### config.mk
export PLATFORM = sky130hd
export DESIGN_NAME = core_datapath
export DESIGN_NICKNAME = d
export VERILOG_FILES = /design/src/source/core_pkg.sv /design/src/source/alu.sv /design/src/source/core_datapath.sv /design/src/source/decoder.sv /design/src/source/fetch_stage.sv /design/src/source/forward_unit.sv /design/src/source/reg_file.sv
export SDC_FILE = /design/constraint.sdc
export NUM_CORES = 2
export LEC_CHECK = 0
export BUFFER_PORTS_ARGS = -buffer_cell sky130_fd_sc_hd__buf_2
export CORE_ASPECT_RATIO = 0.8
export CORE_MARGIN = 4
export CORE_UTILIZATION = 55
export DETAILED_ROUTE_END_ITERATION = 8
export PLACE_DENSITY = 0.74
export SYNTH_ARGS = -nofsm -noshare
export SYNTH_HDL_FRONTEND = slang
export SYNTH_SLANG_ARGS = --single-unit
### constraint.sdc
create_clock -name clk -period 4.85 [get_ports clk]
set_input_delay 0.97 -clock clk [delete_from_list [all_inputs] [get_ports clk]]
set_output_delay 0.97 -clock clk [all_outputs]
set_load 0.01 [all_outputs]
### src/source/core_pkg.sv
package core_pkg;

  // ====================
  // widths and constants
  // ====================

  localparam int XLEN       = 32;
  localparam int REG_ADDR_W = 5;
  localparam int NUM_REGS   = 2 ** REG_ADDR_W;
  localparam int SHAMT_W    = $clog2(XLEN);

  localparam logic [XLEN-1:0] RESET_PC = '0;
  // addi x0, x0, 0
  localparam logic [XLEN-1:0] NOP_INST = 32'h0000_0013;

  // ====================
  // encodings
  // ====================

  typedef enum logic [6:0] {
    OP     = 7'b0110011,
    OP_IMM = 7'b0010011,
    LUI    = 7'b0110111,
    AUIPC  = 7'b0010111
  } opcode_e;

  // follows {funct7[5], funct3} where that is unambiguous
  typedef enum logic [3:0] {
    ALU_ADD  = 4'b0000,
    ALU_SUB  = 4'b1000,
    ALU_SLL  = 4'b0001,
    ALU_SLT  = 4'b0010,
    ALU_SLTU = 4'b0011,
    ALU_XOR  = 4'b0100,
    ALU_SRL  = 4'b0101,
    ALU_SRA  = 4'b1101,
    ALU_OR   = 4'b0110,
    ALU_AND  = 4'b0111
  } alu_op_e;

  // execute operand source
  typedef enum logic [1:0] {
    FWD_NONE = 2'd0,
    FWD_MEM  = 2'd1,
    FWD_WB   = 2'd2
  } fwd_sel_e;

  // ====================
  // pipeline registers
  // ====================

  typedef struct packed {
    logic [XLEN-1:0] pc;
    logic [XLEN-1:0] inst;
  } if_id_t;

  typedef struct packed {
    logic    reg_write;
    logic    alu_src;
    logic    auipc;
    logic    lui;
    alu_op_e alu_op;
  } ctrl_t;

  typedef struct packed {
    logic [XLEN-1:0]       pc;
    logic [REG_ADDR_W-1:0] rs1;
    logic [REG_ADDR_W-1:0] rs2;
    logic [REG_ADDR_W-1:0] rd;
    logic [XLEN-1:0]       rdata1;
    logic [XLEN-1:0]       rdata2;
    logic [XLEN-1:0]       imm;
    ctrl_t                 ctrl;
  } id_exe_t;

  typedef struct packed {
    logic [REG_ADDR_W-1:0] rd;
    logic                  reg_write;
    logic                  lui;
    logic [XLEN-1:0]       alu_result;
    logic [XLEN-1:0]       imm;
  } exe_mem_t;

  typedef struct packed {
    logic [REG_ADDR_W-1:0] rd;
    logic                  reg_write;
    logic [XLEN-1:0]       result;
  } mem_wb_t;

endpackage

### src/source/alu.sv
`timescale 1ns/1ps

module alu (
  input  core_pkg::alu_op_e         op_i,
  input  logic [core_pkg::XLEN-1:0] a_i,
  input  logic [core_pkg::XLEN-1:0] b_i,
  output logic [core_pkg::XLEN-1:0] result_o
);
  import core_pkg::*;

  logic [SHAMT_W-1:0] shamt;

  // only the low bits count for shifts
  assign shamt = b_i[SHAMT_W-1:0];

  always_comb begin
    case (op_i)
      ALU_ADD: begin
        result_o = a_i + b_i;
      end
      ALU_SUB: begin
        result_o = a_i - b_i;
      end
      ALU_SLL: begin
        result_o = a_i << shamt;
      end
      ALU_SLT: begin
        result_o = XLEN'($signed(a_i) < $signed(b_i));
      end
      ALU_SLTU: begin
        result_o = XLEN'(a_i < b_i);
      end
      ALU_XOR: begin
        result_o = a_i ^ b_i;
      end
      ALU_SRL: begin
        result_o = a_i >> shamt;
      end
      ALU_SRA: begin
        result_o = $unsigned($signed(a_i) >>> shamt);
      end
      ALU_OR: begin
        result_o = a_i | b_i;
      end
      ALU_AND: begin
        result_o = a_i & b_i;
      end
      default: begin
        result_o = '0;
      end
    endcase
  end

endmodule

### src/source/core_datapath.sv
`timescale 1ns/1ps

module core_datapath (
  input  logic                            clk,
  input  logic                            arst_n_i,
  input  logic                            run_i,
  input  logic [core_pkg::XLEN-1:0]       inst_i,
  output logic [core_pkg::XLEN-1:0]       pc_o,
  output logic                            wb_valid_o,
  output logic [core_pkg::REG_ADDR_W-1:0] wb_rd_o,
  output logic [core_pkg::XLEN-1:0]       wb_data_o
);
  import core_pkg::*;

  if_id_t   if_id;
  id_exe_t  id_exe_d, id_exe_q;
  exe_mem_t exe_mem_d, exe_mem_q;
  mem_wb_t  mem_wb_d, mem_wb_q;

  ctrl_t                 ctrl_id;
  logic [XLEN-1:0]       imm_id;
  logic [REG_ADDR_W-1:0] rs1_id, rs2_id, rd_id;
  logic [XLEN-1:0]       rdata1_id, rdata2_id;

  fwd_sel_e        fwd1_exe, fwd2_exe;
  logic [XLEN-1:0] rs1_val_exe, rs2_val_exe;
  logic [XLEN-1:0] alu_a_exe, alu_b_exe;
  logic [XLEN-1:0] alu_result_exe;
  logic [XLEN-1:0] result_mem;

  fetch_stage fetch_inst (
    .clk      (clk),
    .arst_n_i (arst_n_i),
    .run_i    (run_i),
    .inst_i   (inst_i),
    .pc_o     (pc_o),
    .if_id_o  (if_id)
  );

  // ====================
  // decode
  // ====================

  decoder decoder_inst (
    .inst_i (if_id.inst),
    .ctrl_o (ctrl_id),
    .imm_o  (imm_id),
    .rs1_o  (rs1_id),
    .rs2_o  (rs2_id),
    .rd_o   (rd_id)
  );

  reg_file reg_file_inst (
    .clk      (clk),
    .arst_n_i (arst_n_i),
    .raddr1_i (rs1_id),
    .raddr2_i (rs2_id),
    .wr_i     (mem_wb_q),
    .rdata1_o (rdata1_id),
    .rdata2_o (rdata2_id)
  );

  assign id_exe_d = '{
    pc:     if_id.pc,
    rs1:    rs1_id,
    rs2:    rs2_id,
    rd:     rd_id,
    rdata1: rdata1_id,
    rdata2: rdata2_id,
    imm:    imm_id,
    ctrl:   ctrl_id
  };

  // ====================
  // execute
  // ====================

  forward_unit forward_inst (
    .rs1_i     (id_exe_q.rs1),
    .rs2_i     (id_exe_q.rs2),
    .exe_mem_i (exe_mem_q),
    .mem_wb_i  (mem_wb_q),
    .fwd1_o    (fwd1_exe),
    .fwd2_o    (fwd2_exe)
  );

  function automatic logic [XLEN-1:0] fwd_mux(input fwd_sel_e sel,
                                              input logic [XLEN-1:0] reg_val);
    logic [XLEN-1:0] val;
    case (sel)
      FWD_MEM: val = result_mem;
      FWD_WB:  val = mem_wb_q.result;
      default: val = reg_val;
    endcase
    return val;
  endfunction

  always_comb begin
    rs1_val_exe = fwd_mux(fwd1_exe, id_exe_q.rdata1);
    rs2_val_exe = fwd_mux(fwd2_exe, id_exe_q.rdata2);
  end

  // auipc adds to its own pc
  assign alu_a_exe = id_exe_q.ctrl.auipc ? id_exe_q.pc : rs1_val_exe;
  assign alu_b_exe = id_exe_q.ctrl.alu_src ? id_exe_q.imm : rs2_val_exe;

  alu alu_inst (
    .op_i     (id_exe_q.ctrl.alu_op),
    .a_i      (alu_a_exe),
    .b_i      (alu_b_exe),
    .result_o (alu_result_exe)
  );

  assign exe_mem_d = '{
    rd:         id_exe_q.rd,
    reg_write:  id_exe_q.ctrl.reg_write,
    lui:        id_exe_q.ctrl.lui,
    alu_result: alu_result_exe,
    imm:        id_exe_q.imm
  };

  // ====================
  // memory and writeback
  // ====================

  // lui bypasses the alu
  assign result_mem = exe_mem_q.lui ? exe_mem_q.imm : exe_mem_q.alu_result;

  assign mem_wb_d = '{
    rd:        exe_mem_q.rd,
    reg_write: exe_mem_q.reg_write,
    result:    result_mem
  };

  always_ff @(posedge clk or negedge arst_n_i) begin
    if (!arst_n_i) begin
      id_exe_q  <= '0;
      exe_mem_q <= '0;
      mem_wb_q  <= '0;
    end else begin
      id_exe_q  <= id_exe_d;
      exe_mem_q <= exe_mem_d;
      mem_wb_q  <= mem_wb_d;
    end
  end

  assign wb_valid_o = mem_wb_q.reg_write;
  assign wb_rd_o    = mem_wb_q.rd;
  assign wb_data_o  = mem_wb_q.result;

endmodule

### src/source/decoder.sv
`timescale 1ns/1ps

module decoder (
  input  logic [core_pkg::XLEN-1:0]       inst_i,
  output core_pkg::ctrl_t                 ctrl_o,
  output logic [core_pkg::XLEN-1:0]       imm_o,
  output logic [core_pkg::REG_ADDR_W-1:0] rs1_o,
  output logic [core_pkg::REG_ADDR_W-1:0] rs2_o,
  output logic [core_pkg::REG_ADDR_W-1:0] rd_o
);
  import core_pkg::*;

  opcode_e         opcode;
  logic [2:0]      funct3;
  logic            funct7_5;
  logic [XLEN-1:0] imm_i_type;
  logic [XLEN-1:0] imm_u_type;
  alu_op_e         alu_op;

  assign opcode   = opcode_e'(inst_i[6:0]);
  assign funct3   = inst_i[14:12];
  assign funct7_5 = inst_i[30];
  assign rd_o     = inst_i[11:7];
  assign rs1_o    = inst_i[19:15];
  assign rs2_o    = inst_i[24:20];

  assign imm_i_type = {{(XLEN-12){inst_i[31]}}, inst_i[31:20]};
  assign imm_u_type = {inst_i[31:12], 12'b0};

  // funct7 bit 5 picks SUB only for register ops, SRA/SRAI for both
  always_comb begin
    case (funct3)
      3'b000:  alu_op = (opcode == OP && funct7_5) ? ALU_SUB : ALU_ADD;
      3'b001:  alu_op = ALU_SLL;
      3'b010:  alu_op = ALU_SLT;
      3'b011:  alu_op = ALU_SLTU;
      3'b100:  alu_op = ALU_XOR;
      3'b101:  alu_op = funct7_5 ? ALU_SRA : ALU_SRL;
      3'b110:  alu_op = ALU_OR;
      default: alu_op = ALU_AND;
    endcase
  end

  // ====================
  // control fields
  // ====================

  always_comb begin
    ctrl_o = '0;
    imm_o  = '0;
    case (opcode)
      OP: begin
        ctrl_o.reg_write = 1'b1;
        ctrl_o.alu_op    = alu_op;
      end
      OP_IMM: begin
        ctrl_o.reg_write = 1'b1;
        ctrl_o.alu_src   = 1'b1;
        ctrl_o.alu_op    = alu_op;
        imm_o            = imm_i_type;
      end
      LUI: begin
        ctrl_o.reg_write = 1'b1;
        ctrl_o.alu_src   = 1'b1;
        ctrl_o.lui       = 1'b1;
        imm_o            = imm_u_type;
      end
      AUIPC: begin
        // pc + imm through the adder
        ctrl_o.reg_write = 1'b1;
        ctrl_o.alu_src   = 1'b1;
        ctrl_o.auipc     = 1'b1;
        imm_o            = imm_u_type;
      end
      default: begin
        ctrl_o = '0;
      end
    endcase
    // x0 is never a destination
    if (rd_o == '0) begin
      ctrl_o.reg_write = 1'b0;
    end
  end

endmodule

### src/source/fetch_stage.sv
`timescale 1ns/1ps

module fetch_stage (
  input  logic                      clk,
  input  logic                      arst_n_i,
  input  logic                      run_i,
  input  logic [core_pkg::XLEN-1:0] inst_i,
  output logic [core_pkg::XLEN-1:0] pc_o,
  output core_pkg::if_id_t          if_id_o
);
  import core_pkg::*;

  logic [XLEN-1:0] pc_q;
  logic [XLEN-1:0] pc_plus_4;

  assign pc_plus_4 = pc_q + XLEN'(4);
  assign pc_o      = pc_q;

  // pc holds while stalled
  always_ff @(posedge clk or negedge arst_n_i) begin
    if (!arst_n_i) begin
      pc_q <= RESET_PC;
    end else if (run_i) begin
      pc_q <= pc_plus_4;
    end
  end

  // ====================
  // IF-ID register
  // ====================

  // a stall pushes a nop bubble into decode
  always_ff @(posedge clk or negedge arst_n_i) begin
    if (!arst_n_i) begin
      if_id_o <= '{pc: RESET_PC, inst: NOP_INST};
    end else if (run_i) begin
      if_id_o <= '{pc: pc_q, inst: inst_i};
    end else begin
      if_id_o <= '{pc: pc_q, inst: NOP_INST};
    end
  end

endmodule

### src/source/forward_unit.sv
`timescale 1ns/1ps

module forward_unit (
  input  logic [core_pkg::REG_ADDR_W-1:0] rs1_i,
  input  logic [core_pkg::REG_ADDR_W-1:0] rs2_i,
  input  core_pkg::exe_mem_t              exe_mem_i,
  input  core_pkg::mem_wb_t               mem_wb_i,
  output core_pkg::fwd_sel_e              fwd1_o,
  output core_pkg::fwd_sel_e              fwd2_o
);
  import core_pkg::*;

  // the younger producer in MEM wins over WB
  function automatic fwd_sel_e pick_source(input logic [REG_ADDR_W-1:0] rs);
    fwd_sel_e sel;
    if (exe_mem_i.reg_write && exe_mem_i.rd == rs) begin
      sel = FWD_MEM;
    end else if (mem_wb_i.reg_write && mem_wb_i.rd == rs) begin
      sel = FWD_WB;
    end else begin
      sel = FWD_NONE;
    end
    return sel;
  endfunction

  // reg_write is already low for rd == x0
  always_comb begin
    fwd1_o = pick_source(rs1_i);
    fwd2_o = pick_source(rs2_i);
  end

endmodule

### src/source/reg_file.sv
`timescale 1ns/1ps

module reg_file (
  input  logic                            clk,
  input  logic                            arst_n_i,
  input  logic [core_pkg::REG_ADDR_W-1:0] raddr1_i,
  input  logic [core_pkg::REG_ADDR_W-1:0] raddr2_i,
  input  core_pkg::mem_wb_t               wr_i,
  output logic [core_pkg::XLEN-1:0]       rdata1_o,
  output logic [core_pkg::XLEN-1:0]       rdata2_o
);
  import core_pkg::*;

  logic [XLEN-1:0] regs_q [NUM_REGS];

  // x0 reads zero, a same-cycle write is bypassed
  function automatic logic [XLEN-1:0] read_port(input logic [REG_ADDR_W-1:0] addr);
    logic [XLEN-1:0] data;
    if (addr == '0) begin
      data = '0;
    end else if (wr_i.reg_write && wr_i.rd == addr) begin
      data = wr_i.result;
    end else begin
      data = regs_q[addr];
    end
    return data;
  endfunction

  always_comb begin
    rdata1_o = read_port(raddr1_i);
    rdata2_o = read_port(raddr2_i);
  end

  always_ff @(posedge clk or negedge arst_n_i) begin
    if (!arst_n_i) begin
      regs_q <= '{default: '0};
    end else if (wr_i.reg_write) begin
      regs_q[wr_i.rd] <= wr_i.result;
    end
  end

endmodule

==> metrics.csv <==
stage,metric,value,unit
clocking,CTS tree,built,
layout,Multi-input gate area,39950,µm²
drt,DRT antenna net count,0,
floorplan,area of the core,136400,µm²
drt,drc violations,0,
timing,setup TNS,-76.01,ps
timing,Worst Max-Slew Pin Slew,1442,ps
critical_path,Worst Path Buf+Inv,5,
critical_path,Reg2Reg Capture Point,exe_mem_q[59]$_DFF_PN0_,
clocking,htree depth,4,
drt,DR vias,55210,
pwr,Overall Power,37.90,mW
critical_path,Worst Setup Start Kind,flip-flop,
synth,leading area contributor after synthesis,dfrtp_1,
critical_path,Worst path slowest cell,or4_4,
critical_path,CP top delay family,simple AND/OR/NAND/NOR gates,
critical_path,Worst R2R Start,wb_rd_o[1]$_DFF_PN0_,
floorplan,Std-Cell Rows,121,
clocking,clk root buf,clkbuf_16,
min_path,hold crit path type,in -> async,
timing,Fin. Hold Viols,0,
critical_path,Critical Path RT,5490,ps
critical_path,reg2reg path depth,22,
layout,most frequent cells in the layout,"dfrtp_1 (1358), mux2_2 (1072), mux4_2 (641)",
drt,Routed Wire Length,273300,µm
global_routing,met1 usage,0.5422,
floorplan,die area,143800,µm²
layout,layout cell share with drive strength beyond 1,0.4792,
synth,synth top area cells,"dfrtp_1 (45%), mux4_2 (19%), mux2_2 (16%)",
drt,Initial DRT Pass Iterations,6,
run_status,status,"complete, but fails checks",
synth,Cells after Synth,5615,
pwr,Max VDD drop,0.0003605,V
timing,Final Slew Violations,0,
run_status,failing checks,setup timing,
layout,nets,6091,
drt,Iter 0 DRT Violations,7201,
clocking,clock latency at the later pin of the worst-skew pair,790,ps
place,routability cong.,1.088,
timing,minimum clock period,4893,ps
floorplan,die span in x,423.0,µm
clocking,CTS Buffer Depth,3,
synth,Most used DFF post-synth,dfrtp_1,
timing,Worst slew margin,0.03618,
global_routing,Most Crowded Layer GR,met2,
global_routing,met2 Use GR,0.5488,
timing,RSZ-0062 raised after global routing,true,
layout,"commonest non-fill, non-tap cell in the layout",dfrtp_1,
critical_path,crit end category,flip-flop,
synth,register area share after synthesis,0.4538,
timing,worst-case hold slack,241.7,ps
drt,per-cell routed wire length,34.55,µm
layout,Area Growth Syn to Fin,15.84,%
job,Max Cap Viol,0,
global_routing,gr ovfl total,0,
synth,#FFs+latches synth,1374,
floorplan,Initial Utilization,0.5555,
layout,Fill cells,9897,
critical_path,CP cell instances,xor2_1 > or4_4 > nor2_8 > buf_8 > mux2i_1 > a221o_1 > inv_2 > ha_4 > a211oi_2 > nor2_2 > or4_4 > a21oi_4 > a311oi_2 > buf_4 > buf_4 > o21ai_4 > buf_4 > nor2_1 > or3_1 > o31ai_2 > xnor2_1 > o211ai_1,
pwr,register share of total power,0.373,
critical_path,R2R Setup Slk,-40,ps
timing,final setup fails,3,
drt,DR vias/cell,6.979,
timing,final period utilization,1.009,
clocking,hold_buf cts,0,
synth,distinct cell type count after synthesis,83,
synth,Synth Area per Inst,13.49,µm²
layout,Finished Core Util,0.6434,
critical_path,Worst path max stage delay,620,ps
global_routing,gr usage total,0.3801,
synth,Synth warnings,0,
critical_path,Crit Path Class,reg -> reg,
synth,Syn Std Cell Area,75770,µm²
critical_path,CP Max Fanout,6,
critical_path,Crit path top cell by count,buf_4,
global_routing,largest net degree at the start of global routing,127,
timing,fmax,204.4,MHz
pwr,switching share of power,0.3516,
pwr,Leak Pwr,40.04,nW
clocking,TritonCTS Buffers,141,
global_routing,vias in the first global route,55620,
pwr,clock group share of total power,0.289,
timing,Setup WS post-layout,-43.39,ps
floorplan,total I/O pin count,105,
layout,sequential cell area,34430,µm²
global_routing,first-pass GRT wire length,396700,µm
pwr,cell internal pwr,24.58,mW
place,port bufs,102,
timing,clock skew,22.51,ps
clocking,Sink Count,1374,
global_routing,initial antenna violation count,13,
synth,ys async rst share,1.000,
clocking,clk slew on worst S/H paths,60,ps
pwr,NetSw,13.33,mW
synth,Synth top area share,0.4528,
pwr,Comb power frac,0.338,
place,HPWL after DPL,181800,µm
synth,Post-synth EDFFs,0,
critical_path,Worst Path Arrival,5540,ps
global_routing,met3 capacity usage during global routing,0.09926,
floorplan,die height,340.0,µm
pwr,PwrDens,431.9,nW/µm²
## worst max path at each step
stage / start / end / slack [ps] / cells past startpoint
2_1_floorplan: exe_mem_q[67]$_DFF_PN0_ / exe_mem_q[60]$_DFF_PN0_ / -20 / 22
6_report: wb_rd_o[1]$_DFF_PN0_ / exe_mem_q[59]$_DFF_PN0_ / -40 / 22
3_5_place_dp: wb_rd_o[2]$_DFF_PN0_ / exe_mem_q[60]$_DFF_PN0_ / -520 / 23
4_1_cts: id_exe_q[115]$_DFF_PN0_ / exe_mem_q[32]$_DFF_PN0_ / 3 / 34
5_1_grt: wb_rd_o[1]$_DFF_PN0_ / exe_mem_q[63]$_DFF_PN0_ / -150 / 21
3_3_place_gp: wb_rd_o[2]$_DFF_PN0_ / exe_mem_q[60]$_DFF_PN0_ / -480 / 22
## synth_stat cells, drive strengths merged (16+ instances only)
| cell | instances |
|---|---|
| clkbuf | 380 |
| o41ai | 32 |
| nand4 | 18 |
| a211oi | 92 |
| mux4 | 641 |
| nand2 | 196 |
| mux2 | 1074 |
| a21o | 26 |
| o21ai | 117 |
| o221ai | 20 |
| dfrtp | 1371 |
| a221oi | 31 |
| mux2i | 197 |
| ha | 98 |
| a31oi | 16 |
| nor2 | 330 |
| nor3 | 56 |
| a22oi | 27 |
| xor2 | 20 |
| o211ai | 34 |
| inv | 123 |
| a21oi | 117 |
| nand3 | 66 |
| xnor2 | 53 |
| a221o | 28 |
| and2 | 58 |
| buf | 175 |
## through the flow
| step | instance area [µm²] | worst slack (ps) | instances |
|---|---|---|---|
| finish | 87770 | -43.39 | 7911 |
| global route | 87750 | -145.3 | 7903 |
| CTS | 87030 | 2.633 | 7881 |
| detailed placement | 81810 | -520.2 | 7604 |
| global placement | 81810 | -479.1 | 7604 |
| floorplan | 75860 | -15.89 | 5616 |
## layer usage
metal / up-vias / share of wire
met5: - / 0.00016
met4: 8 / 0.056
met3: 731 / 0.11
met2: 3349 / 0.44
met1: 29110 / 0.40
li1: 22010 / -
## power groups by stage
stage / Sequential [mW] / Clock, mW / Combinational (mW)
2_1_floorplan: 13.6 / 0 / 6.80
3_3_place_gp: 14.2 / 0 / 11.6
3_5_place_dp: 14.3 / 0 / 11.7
4_1_cts: 14.1 / 11.1 / 12.2
5_1_grt: 14.2 / 11.5 / 13.4
6_report: 14.2 / 11.0 / 12.8
## layout make-up
type	count	share of cell area
Clock inverter	46	0.005959
Tap cell	1845	0.02630
Multi-Input combinational cell	3561	0.4552
Clock buffer	199	0.04603
Sequential cell	1374	0.3923
Antenna cell	8	0.0002281
Timing Repair Buffer	752	0.06861
Inverter	126	0.005403
## sequential cells by signal (all words and copies together), names as in the netlist, 5 cells and up
signal	cells
wb_data_o	32
exe_mem_d	39
fetch_inst.pc_o	30
id_exe_q	110
wb_rd_o	5
fetch_inst.if_id_o	62
reg_file_inst.regs_q	1024
exe_mem_q	71
## cell families after synthesis
| kind of cell | after synthesis | synth area share |
|---|---|---|
| other | 1 | 0.00004949 |
| adders and majority gates | 100 | 0.01671 |
| buffers and inverters | 681 | 0.03483 |
| xor gates and xnor gates | 73 | 0.008439 |
| DFF | 1374 | 0.4538 |
| AOI/OAI and AO/OA | 660 | 0.06112 |
| muxes | 1912 | 0.3762 |
| and+or+nand+nor | 814 | 0.04878 |
## what timing repair did
action,4_1_cts,5_1_grt
pin swaps,37,66
endpoints found under the setup margin,20,22
setup buffers,33,26
gates resized for setup,82,120
endpoints found under the hold margin,0,0
## worst reg2reg max path: cells and delay by family, from the launching register on
kind,cells,cell delay (ps)
xor+xnor,2,340
fa+ha+maj,1,210
mux,1,70
buf+inv,5,720
simple gates,6,1730
compound gates,7,1280
flops,1,400
No activity file was read; power rests on OpenSTA's default activity.
